## src/hw/udp_frame_pkg.sv

```systemverilog
package udp_frame_pkg;

	typedef logic [47:0] mac_t;
	typedef logic [31:0] ip_t;
	typedef logic [15:0] port_t;
	typedef logic [31:0] crc_t;

	// preamble and start-of-frame delimiter
	localparam logic [7:0] PREAMBLE_BYTE = 8'h55;
	localparam logic [7:0] SFD_BYTE      = 8'hD5;
	localparam int         PREAMBLE_MIN  = 6;
	localparam int         PREAMBLE_MAX  = 8;

	// header filter
	localparam logic [15:0] ETH_TYPE_IPV4 = 16'h0800;
	localparam logic [3:0]  IP_VER        = 4'd4;
	localparam logic [3:0]  IP_HDR_LEN    = 4'd5;
	localparam logic [7:0]  IP_PROTO_UDP  = 8'h11;
	localparam mac_t        PEER_MAC_A    = 48'hAA_BB_CC_DD_EE_FF;
	localparam mac_t        PEER_MAC_B    = 48'h77_88_77_88_77_88;

	// section sizes in bytes
	localparam int ETH_HDR_BYTES = 14;
	localparam int IP_HDR_BYTES  = 20;
	localparam int UDP_HDR_BYTES = 8;
	localparam int FCS_BYTES     = 4;

	// ethernet crc-32, used bit-reflected
	localparam crc_t CRC_POLY = 32'h04C1_1DB7;
	localparam crc_t CRC_INIT = 32'hFFFF_FFFF;

	typedef enum logic [2:0] {
		IDLE,
		PREAMBLE,
		ETH_HDR,
		IP_HDR,
		UDP_HDR,
		PAYLOAD,
		FCS,
		CHECK
	} rx_state_t;

endpackage

```

## src/hw/mii_rx_pkg.sv

```systemverilog
package mii_rx_pkg;

	// payload buffer geometry, one 1472-byte payload fits
	localparam int BUF_ADDR_W = 11;
	localparam int BUF_DEPTH  = 2048;

	// mii side
	typedef logic [3:0] nibble_t;

	// byte stream after nibble pairing
	typedef logic [7:0] byte_t;

	typedef logic [BUF_ADDR_W-1:0] buf_addr_t;

	// byte counts, lengths and the sequence number
	typedef logic [15:0] len_t;

endpackage
```

## src/hw/crc32_d8.sv

```systemverilog
`timescale 1ns/1ns

module crc32_d8 (
	input  logic                rx_clk,
	input  logic                c_done,
	input  logic                crc_clear,
	input  logic                crc_take,
	input  mii_rx_pkg::byte_t   byte_data,
	output udp_frame_pkg::crc_t crc_value
);

	udp_frame_pkg::crc_t crc_reg;

	// one byte through the reflected crc, lsb first
	function automatic udp_frame_pkg::crc_t crc_next(udp_frame_pkg::crc_t crc_in,
		mii_rx_pkg::byte_t data);
		udp_frame_pkg::crc_t poly_r;
		udp_frame_pkg::crc_t r;
		poly_r = {<<{udp_frame_pkg::CRC_POLY}};
		r = crc_in ^ {24'h0, data};
		for (int i = 0; i < 8; i++)
		begin
			if (r[0])
				r = (r >> 1) ^ poly_r;
			else
				r = r >> 1;
		end
		return r;
	endfunction

	always_ff @(posedge rx_clk or negedge c_done)
	begin
		if (!c_done)
			crc_reg <= udp_frame_pkg::CRC_INIT;
		else if (crc_clear)
			crc_reg <= udp_frame_pkg::CRC_INIT;
		else if (crc_take)
			crc_reg <= crc_next(crc_reg, byte_data);
	end

	// inverted register matches the fcs as received
	assign crc_value = ~crc_reg;

endmodule

```

## config.mk

```make
export PLATFORM = sky130hd
export DESIGN_NAME = crc32_d8
export DESIGN_NICKNAME = d
export VERILOG_FILES = /design/src/hw/udp_frame_pkg.sv /design/src/hw/mii_rx_pkg.sv /design/src/hw/crc32_d8.sv
export SDC_FILE = /design/constraint.sdc
export NUM_CORES = 1
export LEC_CHECK = 0
export ABC_CLOCK_PERIOD_IN_PS = 2000
export CAP_MARGIN = 20
export CORE_UTILIZATION = 35
export CTS_CLUSTER_DIAMETER = 60
export DETAILED_ROUTE_END_ITERATION = 10
export DONT_BUFFER_PORTS = 1
export PLACE_DENSITY = 0.48
export SLEW_MARGIN = 10
export SYNTH_ARGS = -nofsm -noshare
export SYNTH_HDL_FRONTEND = slang
export SYNTH_SLANG_ARGS = --single-unit
```

## constraint.sdc

```tcl
create_clock -name rx_clk -period 2 [get_ports rx_clk]
set_input_delay 0 -clock rx_clk [delete_from_list [all_inputs] [get_ports rx_clk]]
set_output_delay 0 -clock rx_clk [all_outputs]
set_load 0.02 [all_outputs]
```

==> reports/metrics.cfg <==
[floorplan]
dieArea_mm2=0.00678
rows=28
pin_count=44
initial_core_util=0.373
die_w_um=82.4
dieHeight_um=82.4
fp.coreArea_mm2=0.00606

[global_routing]
grt_pass1_vias=1528
overflow=0
use_met3=0.0505
grt_max_degree=44
antenna_found_initial=0
grt_pass1_wl_mm=8.43
busiest_layer=met2
grt_usage=0.177
globalRouteMet2Util=0.281
grt_util_met1=0.235

[synthesis]
ys_types=20
syn_area_mm2=0.00226
synth_ff_type=dfstp_2
synth_edf_count=0
avgSynthCellArea_um2=11.1
syn_nets=215
ys_async_sr_fraction=1.00
seq_area_frac_synth=0.372
yosysWarnings=0
synth_seq_cells=32
synthCells=203

[sta]
maxSlewHeadroom=0.320
rsz0062_at_grt=false
post-route-min-period_ns=1.89
finalMaxSlewViolations=0
hold_viol_final=0
finalSetupTns_ns=0
setup_violations=0
max_slew.worst_pin.slew_ns=1.02
hold_ws_ns=0.0250
min_period_over_period=0.946
fmax_mhz=529
finClkSkew_ns=0.00870

[place]
globalplace.congestion=0.756
dp_hpwl_mm=3.64
port_buffers=0

[setup_path]
cpMaxStageDelayCell=dfstp_2
end_kind=flop
reg2reg_slack_ns=0.11
crit_type=flop to flop
path_delay_family=XOR/XNOR gates
cp-start-kind=flop
path_buf_inv=1
path_cells=xnor2_1 > buf_4 > xnor2_1 > xnor3_1 > a21o_1
cp.required_ns=2.23
rr_startpoint=crc_reg[5]$_DFFE_PN1P_
path_common_cell=xnor2_1
crit_fanout=3
critPathMaxStageDelay_ns=0.54
reg2reg_to=crc_reg[19]$_DFFE_PN1P_
worst_r2r_path_depth=5
cp.arrival_ns=2.12

[hold_path]
min_to=crc_reg[11]$_DFFE_PN1P_
hold_class=primary input to flop
whs_path_depth=2
holdCritStartpoint=crc_take

[pwr]
irDropWorstVdd_mv=0.539
power_frac_comb=0.621
p_total_mw=4.90
p_clk_frac=0.142
power.switching_mw=1.80
p_leak_nw=1.35
swShare=0.367
seqPwrFrac=0.237
power.internal_mw=3.10
p_per_area_mw_per_mm2=1820

[outcome]
outcome=finished clean

[routing]
drt_first_pass_iters=4
drt-initial-drc-count=36
wl_per_cell_um=17.7
num_vias=1477
ant_nets=0
drt_wl_total_mm=5.36
vias_per_cell=4.87
post-route-drc-count=0

[clock_tree]
tritoncts=built
cts_buffer_depth=2
clk_latency_ns=0.29
cts_resized=0
cts-htree-levels=2
cts_root_buf=clkbuf_8
cts_buffers=5
clk_pin_slew_ns=0.08
cts_sinks=32

[layout]
fin_nets=239
layout-drive-gt1-share=0.311
largest_reg_flops=32
diodes=0
fillers=584
area_growth_pct=18.8

[job]
drv_cap=0

[area by class of cell]
class	instances	area (µm²)	area share
Clock inverter	1	30.0	0.0112
Multi-Input combinational cell	128	1260	0.469
Tap cell	75	93.8	0.0349
Sequential cell	32	841	0.313
Clock buffer	7	96.3	0.0359
Timing Repair Buffer	26	238	0.0885
Inverter	34	128	0.0475
[metrics by stage]
stage	std cells	util	setup WS, ns	area [µm²]
after floorplan	203	-	0.00589	2260
after global placement	286	0.404	0.127	2450
after detailed placement	286	0.404	0.128	2450
after CTS	303	0.443	0.0926	2690
after global routing	303	0.443	0.0158	2690
final	303	0.443	0.109	2690
[worst reg2reg max path: stages (launching register included)]
cell and delay (ns):
dfstp_2 0.54, xnor2_1 0.23, buf_4 0.22, xnor2_1 0.16, xnor3_1 0.49, a21o_1 0.19
[cells in the mapped netlist (3+ instances only)]
| master | instances | share of area |
|---|---|---|
| nand2_1 | 6 | 0.010 |
| o21ai_0 | 7 | 0.015 |
| xnor2_4 | 3 | 0.037 |
| nor3_1 | 5 | 0.011 |
| xnor2_1 | 34 | 0.13 |
| xnor2_2 | 6 | 0.043 |
| a21oi_1 | 12 | 0.027 |
| o211ai_1 | 6 | 0.020 |
| nor2_1 | 14 | 0.023 |
| xnor3_1 | 13 | 0.13 |
| dfstp_2 | 32 | 0.37 |
| clkbuf_1 | 9 | 0.015 |
| a211o_1 | 13 | 0.050 |
| inv_1 | 34 | 0.056 |
[repair_timing]
action,4_1_cts,5_1_grt
hold buffers,9,0
hold endpoints to repair,64,0
buffers inserted,0,0
[kinds of logic (layout without fill, tap and decap cells)]
| kind of cell | count (synthesis) | count (layout) | share of synthesized area |
|---|---|---|---|
| XOR/XNOR | 63 | 63 | 0.395 |
| buffers and inverters | 43 | 68 | 0.0714 |
| flip-flops | 32 | 32 | 0.372 |
| AND/OR/NAND/NOR | 25 | 25 | 0.0443 |
| AO/OA/AOI/OAI | 40 | 40 | 0.118 |
[layout by cell type (no fill, tap or decap), drive strengths merged]
cell         count
xor3             2
xnor2           43
xnor3           14
buf             19
dfstp           32
inv             34
nor2            14
a21o             1
clkbuf           7
dlygate4sd3      7
a21oi           12
o21ai            8
a211o           13
nand2            6
o211ai           6
bufinv           1
nor3             5
xor2             4
[power groups by stage]
stage	combinational (mW)	clock (mW)	sequential [mW]
after floorplan	2.36	0	1.13
after global placement	2.99	0	1.17
after detailed placement	2.99	0	1.18
after CTS	3.08	0.709	1.17
after global routing	3.28	0.742	1.19
final	3.04	0.697	1.16
[layer usage]
metal	vias up	routed length [µm]	share of wire
met5	-	0	0
met4	0	66	0.012
met3	7	298	0.056
met2	32	2520	0.47
met1	734	2480	0.46
li1	704	-	-
[worst max path at each step]
stage                            from                       to  slack, ns  cells past startpoint
2_1_floorplan  crc_reg[6]$_DFFE_PN1P_  crc_reg[18]$_DFFE_PN1P_      0.006                      4
3_3_place_gp   crc_reg[3]$_DFFE_PN1P_  crc_reg[16]$_DFFE_PN1P_       0.13                      4
3_5_place_dp   crc_reg[6]$_DFFE_PN1P_  crc_reg[18]$_DFFE_PN1P_       0.13                      4
4_1_cts        crc_reg[5]$_DFFE_PN1P_  crc_reg[19]$_DFFE_PN1P_       0.09                      5
5_1_grt        crc_reg[6]$_DFFE_PN1P_  crc_reg[25]$_DFFE_PN1P_       0.02                      5
6_report       crc_reg[5]$_DFFE_PN1P_  crc_reg[19]$_DFFE_PN1P_       0.11                      5
No activity file was read; power rests on OpenSTA's default activity.
