--- config.mk ---
export PLATFORM = sky130hd
export DESIGN_NAME = mii_nibble_assembler
export DESIGN_NICKNAME = d
export VERILOG_FILES = /design/src/hw/mii_rx_pkg.sv /design/src/hw/mii_nibble_assembler.sv
export SDC_FILE = /design/constraint.sdc
export NUM_CORES = 1
export LEC_CHECK = 0
export BUFFER_PORTS_ARGS = -buffer_cell sky130_fd_sc_hd__buf_2
export CORE_AREA = 2 2 41 43
export DETAILED_ROUTE_END_ITERATION = 6
export DIE_AREA = 0 0 43 45
export MAX_ROUTING_LAYER = met4
export PLACE_DENSITY = 0.77
export SETUP_SLACK_MARGIN = 0.02
export SYNTH_ARGS = -nofsm -noshare
export SYNTH_HDL_FRONTEND = slang
export SYNTH_SLANG_ARGS = --single-unit
export TNS_END_PERCENT = 1
--- constraint.sdc ---
create_clock -name rx_clk -period 1 [get_ports rx_clk]
set_input_delay 0.3 -clock rx_clk [delete_from_list [all_inputs] [get_ports rx_clk]]
set_output_delay 0.3 -clock rx_clk [all_outputs]
set_load 0.02 [all_outputs]
--- src/hw/mii_rx_pkg.sv ---
package mii_rx_pkg;

	// payload buffer geometry, one 1472-byte payload fits
	localparam int BUF_ADDR_W = 11;
	localparam int BUF_DEPTH  = 2048;

	// mii side
	typedef logic [3:0] nibble_t;

	// byte stream after nibble pairing
	typedef logic [7:0] byte_t;

	typedef logic [BUF_ADDR_W-1:0] buf_addr_t;

	// byte counts, lengths and the sequence number
	typedef logic [15:0] len_t;

endpackage
--- src/hw/mii_nibble_assembler.sv ---
`timescale 1ns/1ns

module mii_nibble_assembler (
	input  logic                rx_clk,
	input  logic                c_done,
	input  logic                rx_dv,
	input  mii_rx_pkg::nibble_t rx_d,
	output mii_rx_pkg::byte_t   byte_data,
	output logic                byte_valid,
	output logic                frame_active
);

	logic                dv_d1;
	logic                dv_d2;
	mii_rx_pkg::nibble_t d_d1;
	mii_rx_pkg::nibble_t d_d2;
	mii_rx_pkg::nibble_t low_nib;
	logic                phase;

	// two register stages on the mii inputs
	always_ff @(posedge rx_clk or negedge c_done)
	begin
		if (!c_done)
		begin
			dv_d1 <= 1'b0;
			dv_d2 <= 1'b0;
		end
		else
		begin
			dv_d1 <= rx_dv;
			dv_d2 <= dv_d1;
		end
	end

	always_ff @(posedge rx_clk)
	begin
		d_d1 <= rx_d;
		d_d2 <= d_d1;
	end

	// phase restarts at 0 whenever dv is low
	always_ff @(posedge rx_clk or negedge c_done)
	begin
		if (!c_done)
		begin
			phase        <= 1'b0;
			byte_valid   <= 1'b0;
			frame_active <= 1'b0;
		end
		else
		begin
			phase        <= dv_d2 & ~phase;
			byte_valid   <= dv_d2 & phase;
			frame_active <= dv_d2;
		end
	end

	// low nibble first, byte completes on the high nibble
	always_ff @(posedge rx_clk)
	begin
		if (dv_d2 && !phase)
			low_nib <= d_d2;
		if (dv_d2 && phase)
			byte_data <= {d_d2, low_nib};
	end

endmodule

==> flow_summary.yaml, run 1 <==
sta:
  setup_repair_after_global_routing_missed_its_margin: "yes"
  final_max_tran_viols: 0
  post-route-period-util_pct: 115
  finalSetupViolations: 10
  skew_ns: 0.00300
  crit_path_setup_slack_layout_ns: -0.148
  max_clock_freq_mhz: 871
  timing.max_slew.rel_slack_pct: 86.5
  transition_time_of_the_tightest_slew_check_pin_ns: 0.202
  hold_viol_final: 0
  post-route-min-period_ns: 1.15
final_layout:
  finish.cell_count_without_fillers: 64
  final_design_area_no_fill_sq_um: 798
  layout.nets: 56
  drive_gt1_share_pct: 43.8
  antennaDiodeCount: 0
  area_delta_synth_final_pct: 20.6
logic_synthesis:
  synth.avg_cell_area_sq_um: 24.5
  most_instantiated_library_cell_after_synthesis: "sky130_fd_sc_hd__edfxtp_1"
  synth.ff_latch_count: 25
  seq_area_frac_synth_pct: 97.5
  post-synth-top-area-cell: "sky130_fd_sc_hd__edfxtp_1"
  synthCells: 27
  synth.distinct_cells: 5
  asyncSetResetFlopFracSynth_pct: 20.0
  synth_enable_flop_cells: 12
  netlist_area_sq_um: 662
  postSynth.topFlopCell: "sky130_fd_sc_hd__edfxtp_1"
  synth_warnings: 0
  yosys-top-cells-count: "12 x sky130_fd_sc_hd__edfxtp_1, 8 x sky130_fd_sc_hd__dfxtp_1, 5 x sky130_fd_sc_hd__dfrtp_1, 1 x sky130_fd_sc_hd__and2_2, 1 x sky130_fd_sc_hd__and2b_2"
  synth_area_leaders: "sky130_fd_sc_hd__edfxtp_1 54%, sky130_fd_sc_hd__dfxtp_1 24%, sky130_fd_sc_hd__dfrtp_1 19%"
  synth_nets: 34
  netlist.area_leader.share_pct: 54.4
clocking:
  clk-insertion-delay-late_ns: 0.30
  clk_transition_reported_paths_ns: 0.11
  postCtsResizedCells: 0
  cts_buffers: 3
  cts_num_sinks: 25
  ctsLongestPathBuffers: 2
  cts_tree: "yes"
  cts.htree.levels: 1
  clock-root-buffer: "sky130_fd_sc_hd__clkbuf_4"
placed_design:
  place_inst: 59
  post-dp-hpwl_microns: 540
  portBuffers: 16
  gp_congestion: 0.620
  placement.cell_area_sq_um: 762
power:
  static-leakage-power_nw: 0.332
  ir_drop_mv: 1.18
  clock_power_share_pct: 25.1
  power_density_nw_per_um2: 2020
  swShare_pct: 18.9
  power.switching_mw: 0.305
  internal_power_mw: 1.31
  combinationalPowerShare_pct: 4.1
  total_power_mw: 1.61
  pwr-share-seq_pct: 70.8
detailed_routing:
  dr.max_layer_used: "met4"
  routed-wl-met3_microns: 65
  wl_met2_microns: 398
  route.detailed.drc: 0
  number_of_drc_violations_after_detailed_routing_iteration_0: 6
  routed_wire_length_per_instance_microns: 11.5
  drt-total-wl_microns: 735
  route.layer.met1.wl_microns: 267
  drt.antenna.violating_nets: 0
  first_pass_iters: 3
  vias: 278
  viasPerCell: 4.34
run:
  drv.max_cap_violation_count: 0
status:
  status: "finished, violations left"
  failed_checks: "setup timing"
floorplanning:
  core_area_sq_um: 1470
  dieWidth_microns: 43
  dieArea_sq_um: 1940
  vertical_die_dimension_microns: 45
  core.rowCount: 14
  boundaryPins: 17
  initial_core_utilization_pct: 45.0
global_route:
  gr-total-overflow: 0
  largest_net_degree_at_the_start_of_global_routing: 14
  grt_first_pass_wirelength_mm: 1.15
  overall_routing_resource_usage_pct: 9.49
  grt_pass1_vias: 279
  initial_antenna_violation_count: 0
critical_path:
  path_class: "flip-flop to output port"
  critical_path.cell_chain: "buf_2"
  worst_path_largest_cell_delay_ns: 0.39
  worstPathArrival_ns: 0.85
  cp_data_required_time_ns: 0.70
  endpoint_kind: "output port"
  path_max_fanout: 1
  startpoint_type: "flip-flop"
  critical_path.top_delay_family: "flip-flops"
  critPathSlowestCell: "sky130_fd_sc_hd__edfxtp_1"
  path_buf_inv: 1
min_path:
  hold_path.class: "input pin to flip-flop"
-- repair_timing --
action / in CTS / in global routing
setup endpoints to repair: 10 / 10
hold buffers: 1 / 0
setup buffers: 0 / 0
endpoints found under the hold margin: 5 / 0
-- kinds of logic (layout without fill, tap and decap cells) --
| group | count (synthesis) | after routing | synth area share, % |
|---|---|---|---|
| buffers and inverters | 0 | 21 | 0 |
| flip-flops | 25 | 25 | 97.5 |
| AND/OR/NAND/NOR | 2 | 2 | 2.46 |
-- layout by cell type (no fill, tap or decap) --
| cell | count |
|---|---|
| sky130_fd_sc_hd__and2_2 | 1 |
| sky130_fd_sc_hd__and2b_2 | 1 |
| sky130_fd_sc_hd__clkbuf_4 | 3 |
| sky130_fd_sc_hd__dlygate4sd3_1 | 1 |
| sky130_fd_sc_hd__dfxtp_1 | 8 |
| sky130_fd_sc_hd__dfrtp_1 | 5 |
| sky130_fd_sc_hd__edfxtp_1 | 12 |
| sky130_fd_sc_hd__buf_2 | 16 |
| sky130_fd_sc_hd__clkbuf_1 | 1 |
-- metal layers --
layer / vias up / track usage (%)
met5: - / -
met4: 0 / 9.09
met3: 2 / 2.80
met2: 13 / 16.4
met1: 128 / 8.03
li1: 135 / -
-- final timing paths --
path / from / to / slack, ns / cells after the start
hold / removal: rx_d[2] / d_d1[2] / 0.09 / 1
min in group asynchronous: c_done / dv_d2 / 0.33 / 2
setup / recovery: byte_data[7] / byte_data[7] / -0.15 / 1
setup reg to reg: phase / low_nib[0] / 0.05 / 1
hold reg to reg: d_d1[1] / d_d2[1] / 0.34 / 0
max in group asynchronous: c_done / byte_valid / 0.54 / 2
-- stage by stage --
stage	util, %	setup TNS [ns]	worst slack [ns]	hold slack, ns
CTS	54.3	-1.54	-0.177	0.0783
floorplan	-	0	0.116	0.00441
finish	54.3	-1.32	-0.148	0.0927
detailed placement	51.8	0	0.0679	0.124
global placement	51.8	0	0.0952	0.115
global route	54.3	-1.77	-0.199	0.0684
-- state kept, by name, indices dropped and copies added, names as in the netlist --
signal	cells
byte_data	8
d_d1	4
d_d2	4
low_nib	4
byte_valid	1
dv_d1	1
dv_d2	1
frame_active	1
phase	1
-- power groups by stage --
stage                     clock, mW  combinational, mW  sequential [mW]
after floorplan                   0             0.0122             1.18
after global placement            0             0.0623             1.16
after detailed placement          0             0.0653             1.17
after CTS                     0.427             0.0678             1.14
after global routing          0.460             0.0720             1.15
final                         0.405             0.0664             1.14
-- layout make-up --
cell class | instances | area (sq um)
fill | 126 | 673
sequential | 25 | 646
timing repair buffer | 17 | 90.1
clock buffer | 4 | 26.3
tap | 16 | 20.0
multi-input combinational | 2 | 16.3
Power figures use the tool's default switching activity.
==> run 2: changes to the inputs <==
- ABC_AREA: not set -> 1
==> run 2 against run 1 <==
Compared with the run above:
- the run still ends with setup timing left
- area after synthesis up 0.19%
- via count up 6.8%
- die area unchanged
- sequential power about the same
- routed wire length up 3.5%
- critical path depth unchanged
- combinational power up 5.9%
- global-route usage about the same
- total power up 0.88%
- largest power group unchanged
==> flow_summary.yaml, run 2 <==
min_path:
  hold_path.class: "input pin to flip-flop"
  hold_path_startpoint: "rx_d[3]"
clocking:
  cts_buffers: 3
  cts_tree: "yes"
  cts_num_sinks: 25
  clk-insertion-delay-late_ns: 0.30
  clk_transition_reported_paths_ns: 0.12
  clock-root-buffer: "sky130_fd_sc_hd__clkbuf_4"
  ctsLongestPathBuffers: 2
  cts.htree.levels: 1
sta:
  timing.max_slew.rel_slack_pct: 88.5
  final_max_tran_viols: 0
  transition_time_of_the_tightest_slew_check_pin_ns: 0.172
  crit_path_setup_slack_layout_ns: -0.153
  hold_viol_final: 0
  skew_ns: 0.00185
  setup_repair_after_global_routing_missed_its_margin: "yes"
  post-route-min-period_ns: 1.15
  fin_tns_setup_ns: -1.35
  finalSetupViolations: 10
  hold-worst-slack_ns: 0.0923
  post-route-period-util_pct: 115
  max_clock_freq_mhz: 867
power:
  total_power_mw: 1.63
  power_density_nw_per_um2: 2010
  ir_drop_mv: 1.04
  static-leakage-power_nw: 0.342
critical_path:
  path_class: "flip-flop to output port"
  cp_data_required_time_ns: 0.70
  worst_path_largest_cell_delay_ns: 0.39
  path_buf_inv: 1
  startpoint_type: "flip-flop"
  crit_start: "byte_data[5]"
  critical_path.top_delay_family: "flip-flops"
  r2r_setup_slack_ns: 0.07
  critical_path.cell_chain: "buf_2"
  worstPathArrival_ns: 0.85
  rr_startpoint: "phase"
  critPathSlowestCell: "sky130_fd_sc_hd__edfxtp_1"
  path_max_fanout: 1
  endpoint_kind: "output port"
status:
  status: "finished, violations left"
  failed_checks: "setup timing"
global_route:
  grt_pass1_vias: 310
  gr-total-overflow: 0
  grt_first_pass_wirelength_mm: 1.21
  largest_net_degree_at_the_start_of_global_routing: 14
  overall_routing_resource_usage_pct: 9.45
  initial_antenna_violation_count: 0
final_layout:
  mostFrequentLayoutCell: "sky130_fd_sc_hd__buf_2"
  largest-register: "byte_data"
  drive_gt1_share_pct: 42.0
  layout_common_cells: "15 x sky130_fd_sc_hd__buf_2, 12 x sky130_fd_sc_hd__edfxtp_1, 8 x sky130_fd_sc_hd__dfxtp_1, 5 x sky130_fd_sc_hd__dfrtp_1, 3 x sky130_fd_sc_hd__clkbuf_4"
  fill_cells: 131
  multi_input_combinational_cell_area_sq_um: 15.0
  largest_reg_flops: 8
  antennaDiodeCount: 0
  layout.nets: 58
  regArea_sq_um: 646
  area_delta_synth_final_pct: 22.3
logic_synthesis:
  seq_area_frac_synth_pct: 97.4
  synth_area_leaders: "sky130_fd_sc_hd__edfxtp_1 54%, sky130_fd_sc_hd__dfxtp_1 24%, sky130_fd_sc_hd__dfrtp_1 19%"
  synthCells: 29
  yosys-top-cells-count: "12 x sky130_fd_sc_hd__edfxtp_1, 8 x sky130_fd_sc_hd__dfxtp_1, 5 x sky130_fd_sc_hd__dfrtp_1, 2 x sky130_fd_sc_hd__inv_1"
  synth_warnings: 0
  netlist_area_sq_um: 663
  synth.avg_cell_area_sq_um: 22.9
  synth_enable_flop_cells: 12
  synth.distinct_cells: 6
  asyncSetResetFlopFracSynth_pct: 20.0
  postSynth.topFlopCell: "sky130_fd_sc_hd__edfxtp_1"
  synth_nets: 36
  synth.ff_latch_count: 25
  netlist.area_leader.share_pct: 54.3
  most_instantiated_library_cell_after_synthesis: "sky130_fd_sc_hd__edfxtp_1"
  post-synth-top-area-cell: "sky130_fd_sc_hd__edfxtp_1"
detailed_routing:
  route.detailed.drc: 0
  routed_wire_length_per_instance_microns: 11.5
  vias: 297
  number_of_drc_violations_after_detailed_routing_iteration_0: 2
  drt-total-wl_microns: 761
  drt.antenna.violating_nets: 0
  first_pass_iters: 2
  viasPerCell: 4.50
floorplanning:
  dieWidth_microns: 43
  vertical_die_dimension_microns: 45
  initial_core_utilization_pct: 45.1
  boundaryPins: 17
  core_area_sq_um: 1470
  dieArea_sq_um: 1940
  core.rowCount: 14
placed_design:
  gp_congestion: 0.627
  portBuffers: 16
run:
  drv.max_cap_violation_count: 0
-- run 2: changes by cell type after synthesis, sizes merged --
cell   previous run  this run
inv               0         2
and2              1         0
and2b             1         0
nor2              0         1
nand2             0         1
-- run 2: metrics by stage --
step,util (%),area [sq um],cells,setup slack (ns)
CTS,54.3,800,66,-0.171
detailed placement,51.9,763,61,-0.00378
global route,55.1,811,66,-0.186
finish,55.1,811,66,-0.153
floorplan,-,663,29,0.0977
global placement,51.9,763,61,0.0576
-- run 2: cells by family after synthesis --
logic type	after synthesis	share of synthesized area, %
flip-flops	25	97.4
AND/OR/NAND/NOR	2	1.51
buffers and inverters	2	1.13
-- run 2: area by class of cell --
type	instances	share of cell area (%)
clock buffer	4	3.24
inverter	2	0.926
multi-input combinational	2	1.85
sequential	25	79.6
tap	16	2.47
timing repair buffer	17	11.9
-- run 2: where the power goes --
| group | internal (mW) | switching, mW |
|---|---|---|
| logic | 0.0259 | 0.0444 |
| clock network | 0.155 | 0.258 |
| registers | 1.13 | 0.0167 |
-- run 2: path summary, 6_finish.rpt --
kind                            cells past startpoint      endpoint
min in group asynchronous                           2         dv_d1
worst min register to register                      0       d_d2[0]
worst max register to register                      2  byte_data[4]
worst max-delay path                                1  byte_data[5]
worst min-delay path                                1       d_d1[3]
max in group asynchronous                           2  frame_active
-- run 2: layer usage --
layer / up-vias / track usage (%) / share of wire [%] / wire length [microns]
met1: 143 / 9.02 / 40 / 303
met5: - / - / 0 / 0
li1: 138 / - / - / -
met3: 2 / 2.80 / 8.5 / 65
met2: 14 / 16.1 / 51 / 386
met4: 0 / 7.27 / 0.79 / 6
-- run 2: what timing repair did --
item | 4_1_cts | 5_1_grt
hold buffers | 1 | 0
buffers inserted | 0 | 0
resized for setup | 1 | 3
endpoints found under the setup margin | 18 | 14
hold endpoints to repair | 5 | 0
