===== src/hw/udp_frame_pkg.sv =====
package udp_frame_pkg;

	typedef logic [47:0] mac_t;
	typedef logic [31:0] ip_t;
	typedef logic [15:0] port_t;
	typedef logic [31:0] crc_t;

	// preamble and start-of-frame delimiter
	localparam logic [7:0] PREAMBLE_BYTE = 8'h55;
	localparam logic [7:0] SFD_BYTE      = 8'hD5;
	localparam int         PREAMBLE_MIN  = 6;
	localparam int         PREAMBLE_MAX  = 8;

	// header filter
	localparam logic [15:0] ETH_TYPE_IPV4 = 16'h0800;
	localparam logic [3:0]  IP_VER        = 4'd4;
	localparam logic [3:0]  IP_HDR_LEN    = 4'd5;
	localparam logic [7:0]  IP_PROTO_UDP  = 8'h11;
	localparam mac_t        PEER_MAC_A    = 48'hAA_BB_CC_DD_EE_FF;
	localparam mac_t        PEER_MAC_B    = 48'h77_88_77_88_77_88;

	// section sizes in bytes
	localparam int ETH_HDR_BYTES = 14;
	localparam int IP_HDR_BYTES  = 20;
	localparam int UDP_HDR_BYTES = 8;
	localparam int FCS_BYTES     = 4;

	// ethernet crc-32, used bit-reflected
	localparam crc_t CRC_POLY = 32'h04C1_1DB7;
	localparam crc_t CRC_INIT = 32'hFFFF_FFFF;

	typedef enum logic [2:0] {
		IDLE,
		PREAMBLE,
		ETH_HDR,
		IP_HDR,
		UDP_HDR,
		PAYLOAD,
		FCS,
		CHECK
	} rx_state_t;

endpackage


===== src/hw/mii_rx_pkg.sv =====
package mii_rx_pkg;

	// payload buffer geometry, one 1472-byte payload fits
	localparam int BUF_ADDR_W = 11;
	localparam int BUF_DEPTH  = 2048;

	// mii side
	typedef logic [3:0] nibble_t;

	// byte stream after nibble pairing
	typedef logic [7:0] byte_t;

	typedef logic [BUF_ADDR_W-1:0] buf_addr_t;

	// byte counts, lengths and the sequence number
	typedef logic [15:0] len_t;

endpackage

===== src/hw/udp_header_parser.sv =====
`timescale 1ns/1ns

module udp_header_parser (
	input  logic                 rx_clk,
	input  logic                 c_done,
	input  mii_rx_pkg::byte_t    byte_data,
	input  logic                 byte_valid,
	input  logic                 frame_active,
	input  udp_frame_pkg::crc_t  crc_value,
	output logic                 crc_clear,
	output logic                 crc_take,
	output logic                 pay_start,
	output logic                 pay_take,
	output logic                 frame_done,
	output logic                 frame_good,
	output logic                 crc_err,
	output logic                 hdr_reject,
	output mii_rx_pkg::len_t     payload_len,
	output udp_frame_pkg::mac_t  peer_mac,
	output udp_frame_pkg::ip_t   peer_ip,
	output udp_frame_pkg::port_t peer_port
);

	udp_frame_pkg::rx_state_t state;
	mii_rx_pkg::len_t         cnt;
	logic                     act_q;
	logic                     rej_pend;

	// captured header fields
	udp_frame_pkg::mac_t      src_mac;
	logic [15:0]              eth_type;
	logic [3:0]               ip_ver;
	logic [3:0]               ip_ihl;
	mii_rx_pkg::len_t         ip_total;
	logic [7:0]               ip_proto;
	udp_frame_pkg::ip_t       src_ip;
	udp_frame_pkg::port_t     src_port;
	udp_frame_pkg::crc_t      fcs;

	mii_rx_pkg::len_t         pay_len;
	logic                     eth_ok;
	logic                     ip_ok;
	logic                     fcs_ok;

	assign pay_len = ip_total -
		mii_rx_pkg::len_t'(udp_frame_pkg::IP_HDR_BYTES + udp_frame_pkg::UDP_HDR_BYTES);

	assign eth_ok = (eth_type == udp_frame_pkg::ETH_TYPE_IPV4) &&
		(src_mac == udp_frame_pkg::PEER_MAC_A || src_mac == udp_frame_pkg::PEER_MAC_B);

	assign ip_ok = (ip_ver == udp_frame_pkg::IP_VER) &&
		(ip_ihl == udp_frame_pkg::IP_HDR_LEN) && (ip_proto == udp_frame_pkg::IP_PROTO_UDP);

	assign fcs_ok = (cnt == mii_rx_pkg::len_t'(udp_frame_pkg::FCS_BYTES)) && (fcs == crc_value);

	// crc runs from the destination mac to the last payload byte
	assign crc_take = byte_valid && (state inside {udp_frame_pkg::ETH_HDR, udp_frame_pkg::IP_HDR,
		udp_frame_pkg::UDP_HDR, udp_frame_pkg::PAYLOAD});
	assign pay_take = byte_valid && (state == udp_frame_pkg::PAYLOAD);

	always_ff @(posedge rx_clk or negedge c_done)
	begin
		if (!c_done)
		begin
			state     <= udp_frame_pkg::IDLE;
			cnt       <= '0;
			act_q     <= 1'b0;
			rej_pend  <= 1'b0;
			crc_clear <= 1'b0;
			pay_start <= 1'b0;
		end
		else
		begin
			act_q     <= frame_active;
			crc_clear <= 1'b0;
			pay_start <= 1'b0;
			case (state)
			udp_frame_pkg::IDLE:
			begin
				cnt <= '0;
				// a rejected frame is reported once its dv drops
				if (rej_pend)
				begin
					if (!frame_active)
						rej_pend <= 1'b0;
				end
				else if (frame_active && !act_q)
				begin
					state     <= udp_frame_pkg::PREAMBLE;
					crc_clear <= 1'b1;
				end
			end
			udp_frame_pkg::PREAMBLE:
			begin
				if (!frame_active)
					state <= udp_frame_pkg::IDLE;
				else if (byte_valid)
				begin
					if (byte_data == udp_frame_pkg::PREAMBLE_BYTE)
					begin
						if (cnt == mii_rx_pkg::len_t'(udp_frame_pkg::PREAMBLE_MAX - 1))
							state <= udp_frame_pkg::IDLE;
						else
							cnt <= cnt + 1'b1;
					end
					else if (byte_data == udp_frame_pkg::SFD_BYTE &&
						cnt >= mii_rx_pkg::len_t'(udp_frame_pkg::PREAMBLE_MIN))
					begin
						state <= udp_frame_pkg::ETH_HDR;
						cnt   <= '0;
					end
					else
						state <= udp_frame_pkg::IDLE;
				end
			end
			udp_frame_pkg::ETH_HDR:
			begin
				if (!frame_active)
					state <= udp_frame_pkg::IDLE;
				else if (byte_valid)
				begin
					if (cnt == mii_rx_pkg::len_t'(udp_frame_pkg::ETH_HDR_BYTES - 1))
					begin
						state <= udp_frame_pkg::IP_HDR;
						cnt   <= '0;
					end
					else
						cnt <= cnt + 1'b1;
				end
			end
			udp_frame_pkg::IP_HDR:
			begin
				if (!frame_active)
					state <= udp_frame_pkg::IDLE;
				else if (byte_valid)
				begin
					// ethernet filter is judged on the third ip byte
					if (cnt == 16'd2 && !eth_ok)
					begin
						state    <= udp_frame_pkg::IDLE;
						rej_pend <= 1'b1;
					end
					else if (cnt == mii_rx_pkg::len_t'(udp_frame_pkg::IP_HDR_BYTES - 1))
					begin
						state <= udp_frame_pkg::UDP_HDR;
						cnt   <= '0;
					end
					else
						cnt <= cnt + 1'b1;
				end
			end
			udp_frame_pkg::UDP_HDR:
			begin
				if (!frame_active)
					state <= udp_frame_pkg::IDLE;
				else if (byte_valid)
				begin
					if (cnt == 16'd2 && !ip_ok)
					begin
						state    <= udp_frame_pkg::IDLE;
						rej_pend <= 1'b1;
					end
					else if (cnt == mii_rx_pkg::len_t'(udp_frame_pkg::UDP_HDR_BYTES - 1))
					begin
						cnt <= '0;
						if (pay_len == '0)
							state <= udp_frame_pkg::FCS;
						else
						begin
							state     <= udp_frame_pkg::PAYLOAD;
							pay_start <= 1'b1;
						end
					end
					else
						cnt <= cnt + 1'b1;
				end
			end
			udp_frame_pkg::PAYLOAD:
			begin
				if (!frame_active)
					state <= udp_frame_pkg::IDLE;
				else if (byte_valid)
				begin
					if (cnt == pay_len - 1'b1)
					begin
						state <= udp_frame_pkg::FCS;
						cnt   <= '0;
					end
					else
						cnt <= cnt + 1'b1;
				end
			end
			udp_frame_pkg::FCS:
			begin
				if (!frame_active)
					state <= udp_frame_pkg::CHECK;
				else if (byte_valid && cnt < mii_rx_pkg::len_t'(udp_frame_pkg::FCS_BYTES))
					cnt <= cnt + 1'b1;
			end
			default:
			begin
				state <= udp_frame_pkg::IDLE;
				cnt   <= '0;
			end
			endcase
		end
	end

	// field capture, fields are shifted in msb first
	always_ff @(posedge rx_clk)
	begin
		if (byte_valid)
		begin
			case (state)
			udp_frame_pkg::ETH_HDR:
			begin
				if (cnt >= 16'd6 && cnt < 16'd12)
					src_mac <= {src_mac[39:0], byte_data};
				else if (cnt >= 16'd12)
					eth_type <= {eth_type[7:0], byte_data};
			end
			udp_frame_pkg::IP_HDR:
			begin
				if (cnt == 16'd0)
					{ip_ver, ip_ihl} <= byte_data;
				else if (cnt == 16'd2 || cnt == 16'd3)
					ip_total <= {ip_total[7:0], byte_data};
				else if (cnt == 16'd9)
					ip_proto <= byte_data;
				else if (cnt >= 16'd12 && cnt < 16'd16)
					src_ip <= {src_ip[23:0], byte_data};
			end
			udp_frame_pkg::UDP_HDR:
			begin
				if (cnt < 16'd2)
					src_port <= {src_port[7:0], byte_data};
			end
			udp_frame_pkg::FCS:
			begin
				// fcs arrives least significant byte first
				if (cnt < mii_rx_pkg::len_t'(udp_frame_pkg::FCS_BYTES))
					fcs <= {byte_data, fcs[31:8]};
			end
			default:
			begin
			end
			endcase
		end
	end

	// frame status and peer fields
	always_ff @(posedge rx_clk or negedge c_done)
	begin
		if (!c_done)
		begin
			frame_done  <= 1'b0;
			frame_good  <= 1'b0;
			crc_err     <= 1'b0;
			hdr_reject  <= 1'b0;
			payload_len <= '0;
			peer_mac    <= '0;
			peer_ip     <= '0;
			peer_port   <= '0;
		end
		else
		begin
			frame_done <= 1'b0;
			if (state == udp_frame_pkg::CHECK)
			begin
				frame_done  <= 1'b1;
				frame_good  <= fcs_ok;
				crc_err     <= !fcs_ok;
				hdr_reject  <= 1'b0;
				payload_len <= pay_len;
				if (fcs_ok)
				begin
					peer_mac  <= src_mac;
					peer_ip   <= src_ip;
					peer_port <= src_port;
				end
			end
			else if (state == udp_frame_pkg::IDLE && rej_pend && !frame_active)
			begin
				frame_done <= 1'b1;
				frame_good <= 1'b0;
				crc_err    <= 1'b0;
				hdr_reject <= 1'b1;
			end
		end
	end

endmodule


===== config.mk =====
export PLATFORM = sky130hd
export DESIGN_NAME = udp_header_parser
export DESIGN_NICKNAME = d
export VERILOG_FILES = /design/src/hw/udp_frame_pkg.sv /design/src/hw/mii_rx_pkg.sv /design/src/hw/udp_header_parser.sv
export SDC_FILE = /design/constraint.sdc
export NUM_CORES = 1
export LEC_CHECK = 0
export BUFFER_PORTS_ARGS = -buffer_cell sky130_fd_sc_hd__buf_4
export CAP_MARGIN = 25
export CORE_AREA = 2 2 154 156
export DETAILED_ROUTE_END_ITERATION = 10
export DIE_AREA = 0 0 156 158
export PLACE_DENSITY_LB_ADDON = 0.2
export SETUP_SLACK_MARGIN = 0.15
export SYNTH_ARGS = -nofsm -noshare
export SYNTH_HDL_FRONTEND = slang
export SYNTH_SLANG_ARGS = --single-unit
export TNS_END_PERCENT = 10

===== constraint.sdc =====
create_clock -name rx_clk -period 6.2 [get_ports rx_clk]
set_input_delay 0.31 -clock rx_clk [delete_from_list [all_inputs] [get_ports rx_clk]]
set_output_delay 0.31 -clock rx_clk [all_outputs]
set_load 0.05 [all_outputs]

==> results.ini <==
[die]
core_mm2 = 0.02305
dieArea_mm2 = 0.02465
initial_utilization_pct = 57.09
die_y_um = 158
fp-row-count = 56
die_w_um = 156
ios = 164

[synth]
ys_ff_latch = 315
yosysWarnings = 0
yosysTopAreaCellShare_pct = 40.16
ys_types = 70
ys_async_sr_fraction_pct = 44.13
syn_area_per_cell_um2 = 14.06
synth_ff_type = edfxtp_1
synthTopCellsByArea = edfxtp_1, dfrtp_1, mux2_2
synth_seq_area_share_pct = 66.58
syn-num-nets = 988
syn-cell-area_mm2 = 0.01316
synth_area_leader_cell = edfxtp_1
synth_cells = 936
synth-edff-count = 176

[place]
io_buffers = 163
routabilityCongestion = 0.9013
hpwl_um = 18820
pre_cts_ws_ps = 2235

[critical_path]
worst-path-buf-inv = 0
regToRegSetupSlack_ps = 2200
arrival_ps = 4430
worst_r2r_path_depth = 9
slowest_delay_ps = 580
crit_required_ps = 6630
cp_cell_sequence = ha_1 -> a2111oi_0 -> xnor2_1 -> nand3b_1 -> or4_1 -> o31ai_1 -> nand4_2 -> nand2_1 -> o211ai_1
cp_top_family = simple AND/OR/NAND/NOR gates
cp-end-kind = flip-flop
reg2reg_to = cnt[13]
critPathLaunchType = flip-flop
timing.critical_path.from = ip_total[2]
cp-endpoint = cnt[13]
worst-path-stages = 9
worstSetupPathType = flip-flop to flip-flop
crit_slowest_cell = edfxtp_1
timing.rr.start = ip_total[2]
critPathMaxFanout = 16

[sta]
report.final.slew_viol_count = 0
slew_headroom_pct = 38.70
post-route-period-util_pct = 64.48
fmax_mhz = 250.1
period_needed_ps = 3998
finalHoldViolations = 0
rsz0062_at_grt = false
max_slew.worst_pin.slew_ps = 919.6
layout_setup_ws_ps = 2202
setup_viol_count_final = 0
fin_skew_ps = 15.54
fin_setup_tns_ps = 0

[final_layout]
multiInputGateArea_mm2 = 0.004184
drive_gt1_share_pct = 30.44
regArea_mm2 = 0.008763
antenna_cells = 0
area_growth_pct = 20.74
layout.nets = 1157
n_fill_cell = 1630

[drt]
first_iter_violations = 611
wl_per_cell_um = 20.01
drc = 0
vias_per_cell = 5.851
drt_first_pass_iters = 5
routed_wl_um = 28410
vias = 8309
ant_nets = 0

[clocking]
clkSinkCount = 315
cts-buffers-inserted = 31
cts-root-buf = clkbuf_16
worstSkewPairLatency_ps = 570
path_clk_slew_ps = 70
post_cts_buffers = 0
htreeDepth = 1
tritoncts = built
cts_resized = 0
clockBufferDepth = 3
cts_hold_buf = 2

[power]
power_mw = 4.566
leakagePower_nw = 6.648
ir_worst_vdd_uv = 219.2
p_per_area_mw_per_mm2 = 287.3

[min_path]
hold_path_class = primary input to flip-flop

[grt]
groute.usage.overall_pct = 23.06
grt_overflow = 0
antenna_found_initial = 0
grt_pass1_vias = 7951
grt_start_max_net_pins = 98
grt_pass1_wl_um = 44150

[flow_run]
max-cap-violations = 0

[outcome]
status = completed

[final cells by class]
| class | count | area share [%] |
|---|---|---|
| Multi-Input combinational cell | 564 | 26.33 |
| Clock inverter | 22 | 1.905 |
| Tap cell | 290 | 2.283 |
| Clock buffer | 36 | 5.393 |
| Inverter | 15 | 0.3543 |
| Timing Repair Buffer | 178 | 8.590 |
| Sequential cell | 315 | 55.15 |
[how the worst min path moves through the flow]
| stage | from | end | slack (ps) | depth (start not counted) |
|---|---|---|---|---|
| after floorplan | c_done | act_q | 10 | 0 |
| after global placement | act_q | crc_clear | 420 | 1 |
| after detailed placement | eth_type[3] | eth_type[11] | 430 | 0 |
| after CTS | byte_data[1] | fcs[25] | 30 | 1 |
| after global routing | byte_data[1] | fcs[25] | 30 | 1 |
| final | byte_data[1] | fcs[25] | 50 | 1 |
[registers in the layout, indices dropped and copies added (netlist names), 3 cells and up]
name / count
eth_type: 16
state: 3
payload_len: 16
peer_mac: 48
peer_port: 16
src_ip: 32
cnt: 16
src_mac: 48
ip_proto: 8
ip_total: 16
ip_ihl: 4
peer_ip: 32
fcs: 32
src_port: 16
ip_ver: 4
[synth_stat cells, drive strengths merged (7+ instances only)]
cell type / n
a21oi: 28
a31oi: 10
and3: 12
and4b: 10
buf: 12
clkbuf: 30
dfrtp: 139
edfxtp: 176
ha: 8
inv: 13
mux2: 97
nand2: 66
nand3: 29
nand4: 24
nor2: 41
nor2b: 12
nor3: 16
nor3b: 9
nor4: 15
nor4b: 8
o211ai: 10
o21ai: 23
or4: 7
xnor2: 49
xor2: 17
[routing by layer]
metal / global-route usage (%) / wire (µm)
met5: 0 / 0
met4: 4.893 / 386
met3: 3.258 / 1961
met2: 36.26 / 13230
met1: 34.79 / 12830
[cells in the final DEF (no fill, tap or decap), drive strengths merged, types with 5 or more instances in the layout]
cell    count
o31ai       5
nor2       41
nand4b      5
nand2      66
xnor2      49
xor2       17
ha          8
nor2b      12
nor3b       9
and2        5
o211ai     10
a21oi      28
and4b      10
nor4b       8
nand3      29
inv        19
and3       12
bufinv      6
or4         7
edfxtp    176
nand4      24
nor3       16
buf       176
o21ai      23
clkinv     10
or3         5
clkbuf     36
dfrtp     139
mux2       97
a31oi      10
nor4       15
[logic make-up after synthesis]
kind of cell	count (synthesis)	share of synthesized area [%]
adder cells (fa/ha/maj)	8	0.7606
multiplexers	98	8.375
AND/OR/NAND/NOR	282	12.18
flip-flops	315	66.58
XOR/XNOR	69	4.915
AO/OA/AOI/OAI	107	5.390
buffers and inverters	57	1.797
[worst register-to-register path: cells and delay by family (launching register included)]
family	cells	cell delay, ps
AND/OR/NAND/NOR	4	1540
flip-flops	1	580
XOR/XNOR	1	370
AO/OA/AOI/OAI	3	980
adder cells (fa/ha/maj)	1	410
[power breakdown]
group	switching, mW	internal, mW	leakage, nW
Sequential	0.0234	2.22	3.51
Clock	0.819	1.25	0.570
Combinational	0.173	0.0803	2.57
[per-stage QoR]
step	area (µm²)	util, %	hold WS (ps)	cells
2_1_floorplan	13160	-	14.41	936
3_3_place_gp	14680	63.70	422.2	1359
3_5_place_dp	14680	63.70	428.9	1359
4_1_cts	15860	68.82	31.55	1419
5_1_grt	15890	68.94	33.87	1420
6_report	15890	68.94	52.77	1420
No activity file was read; power rests on OpenSTA's default activity.
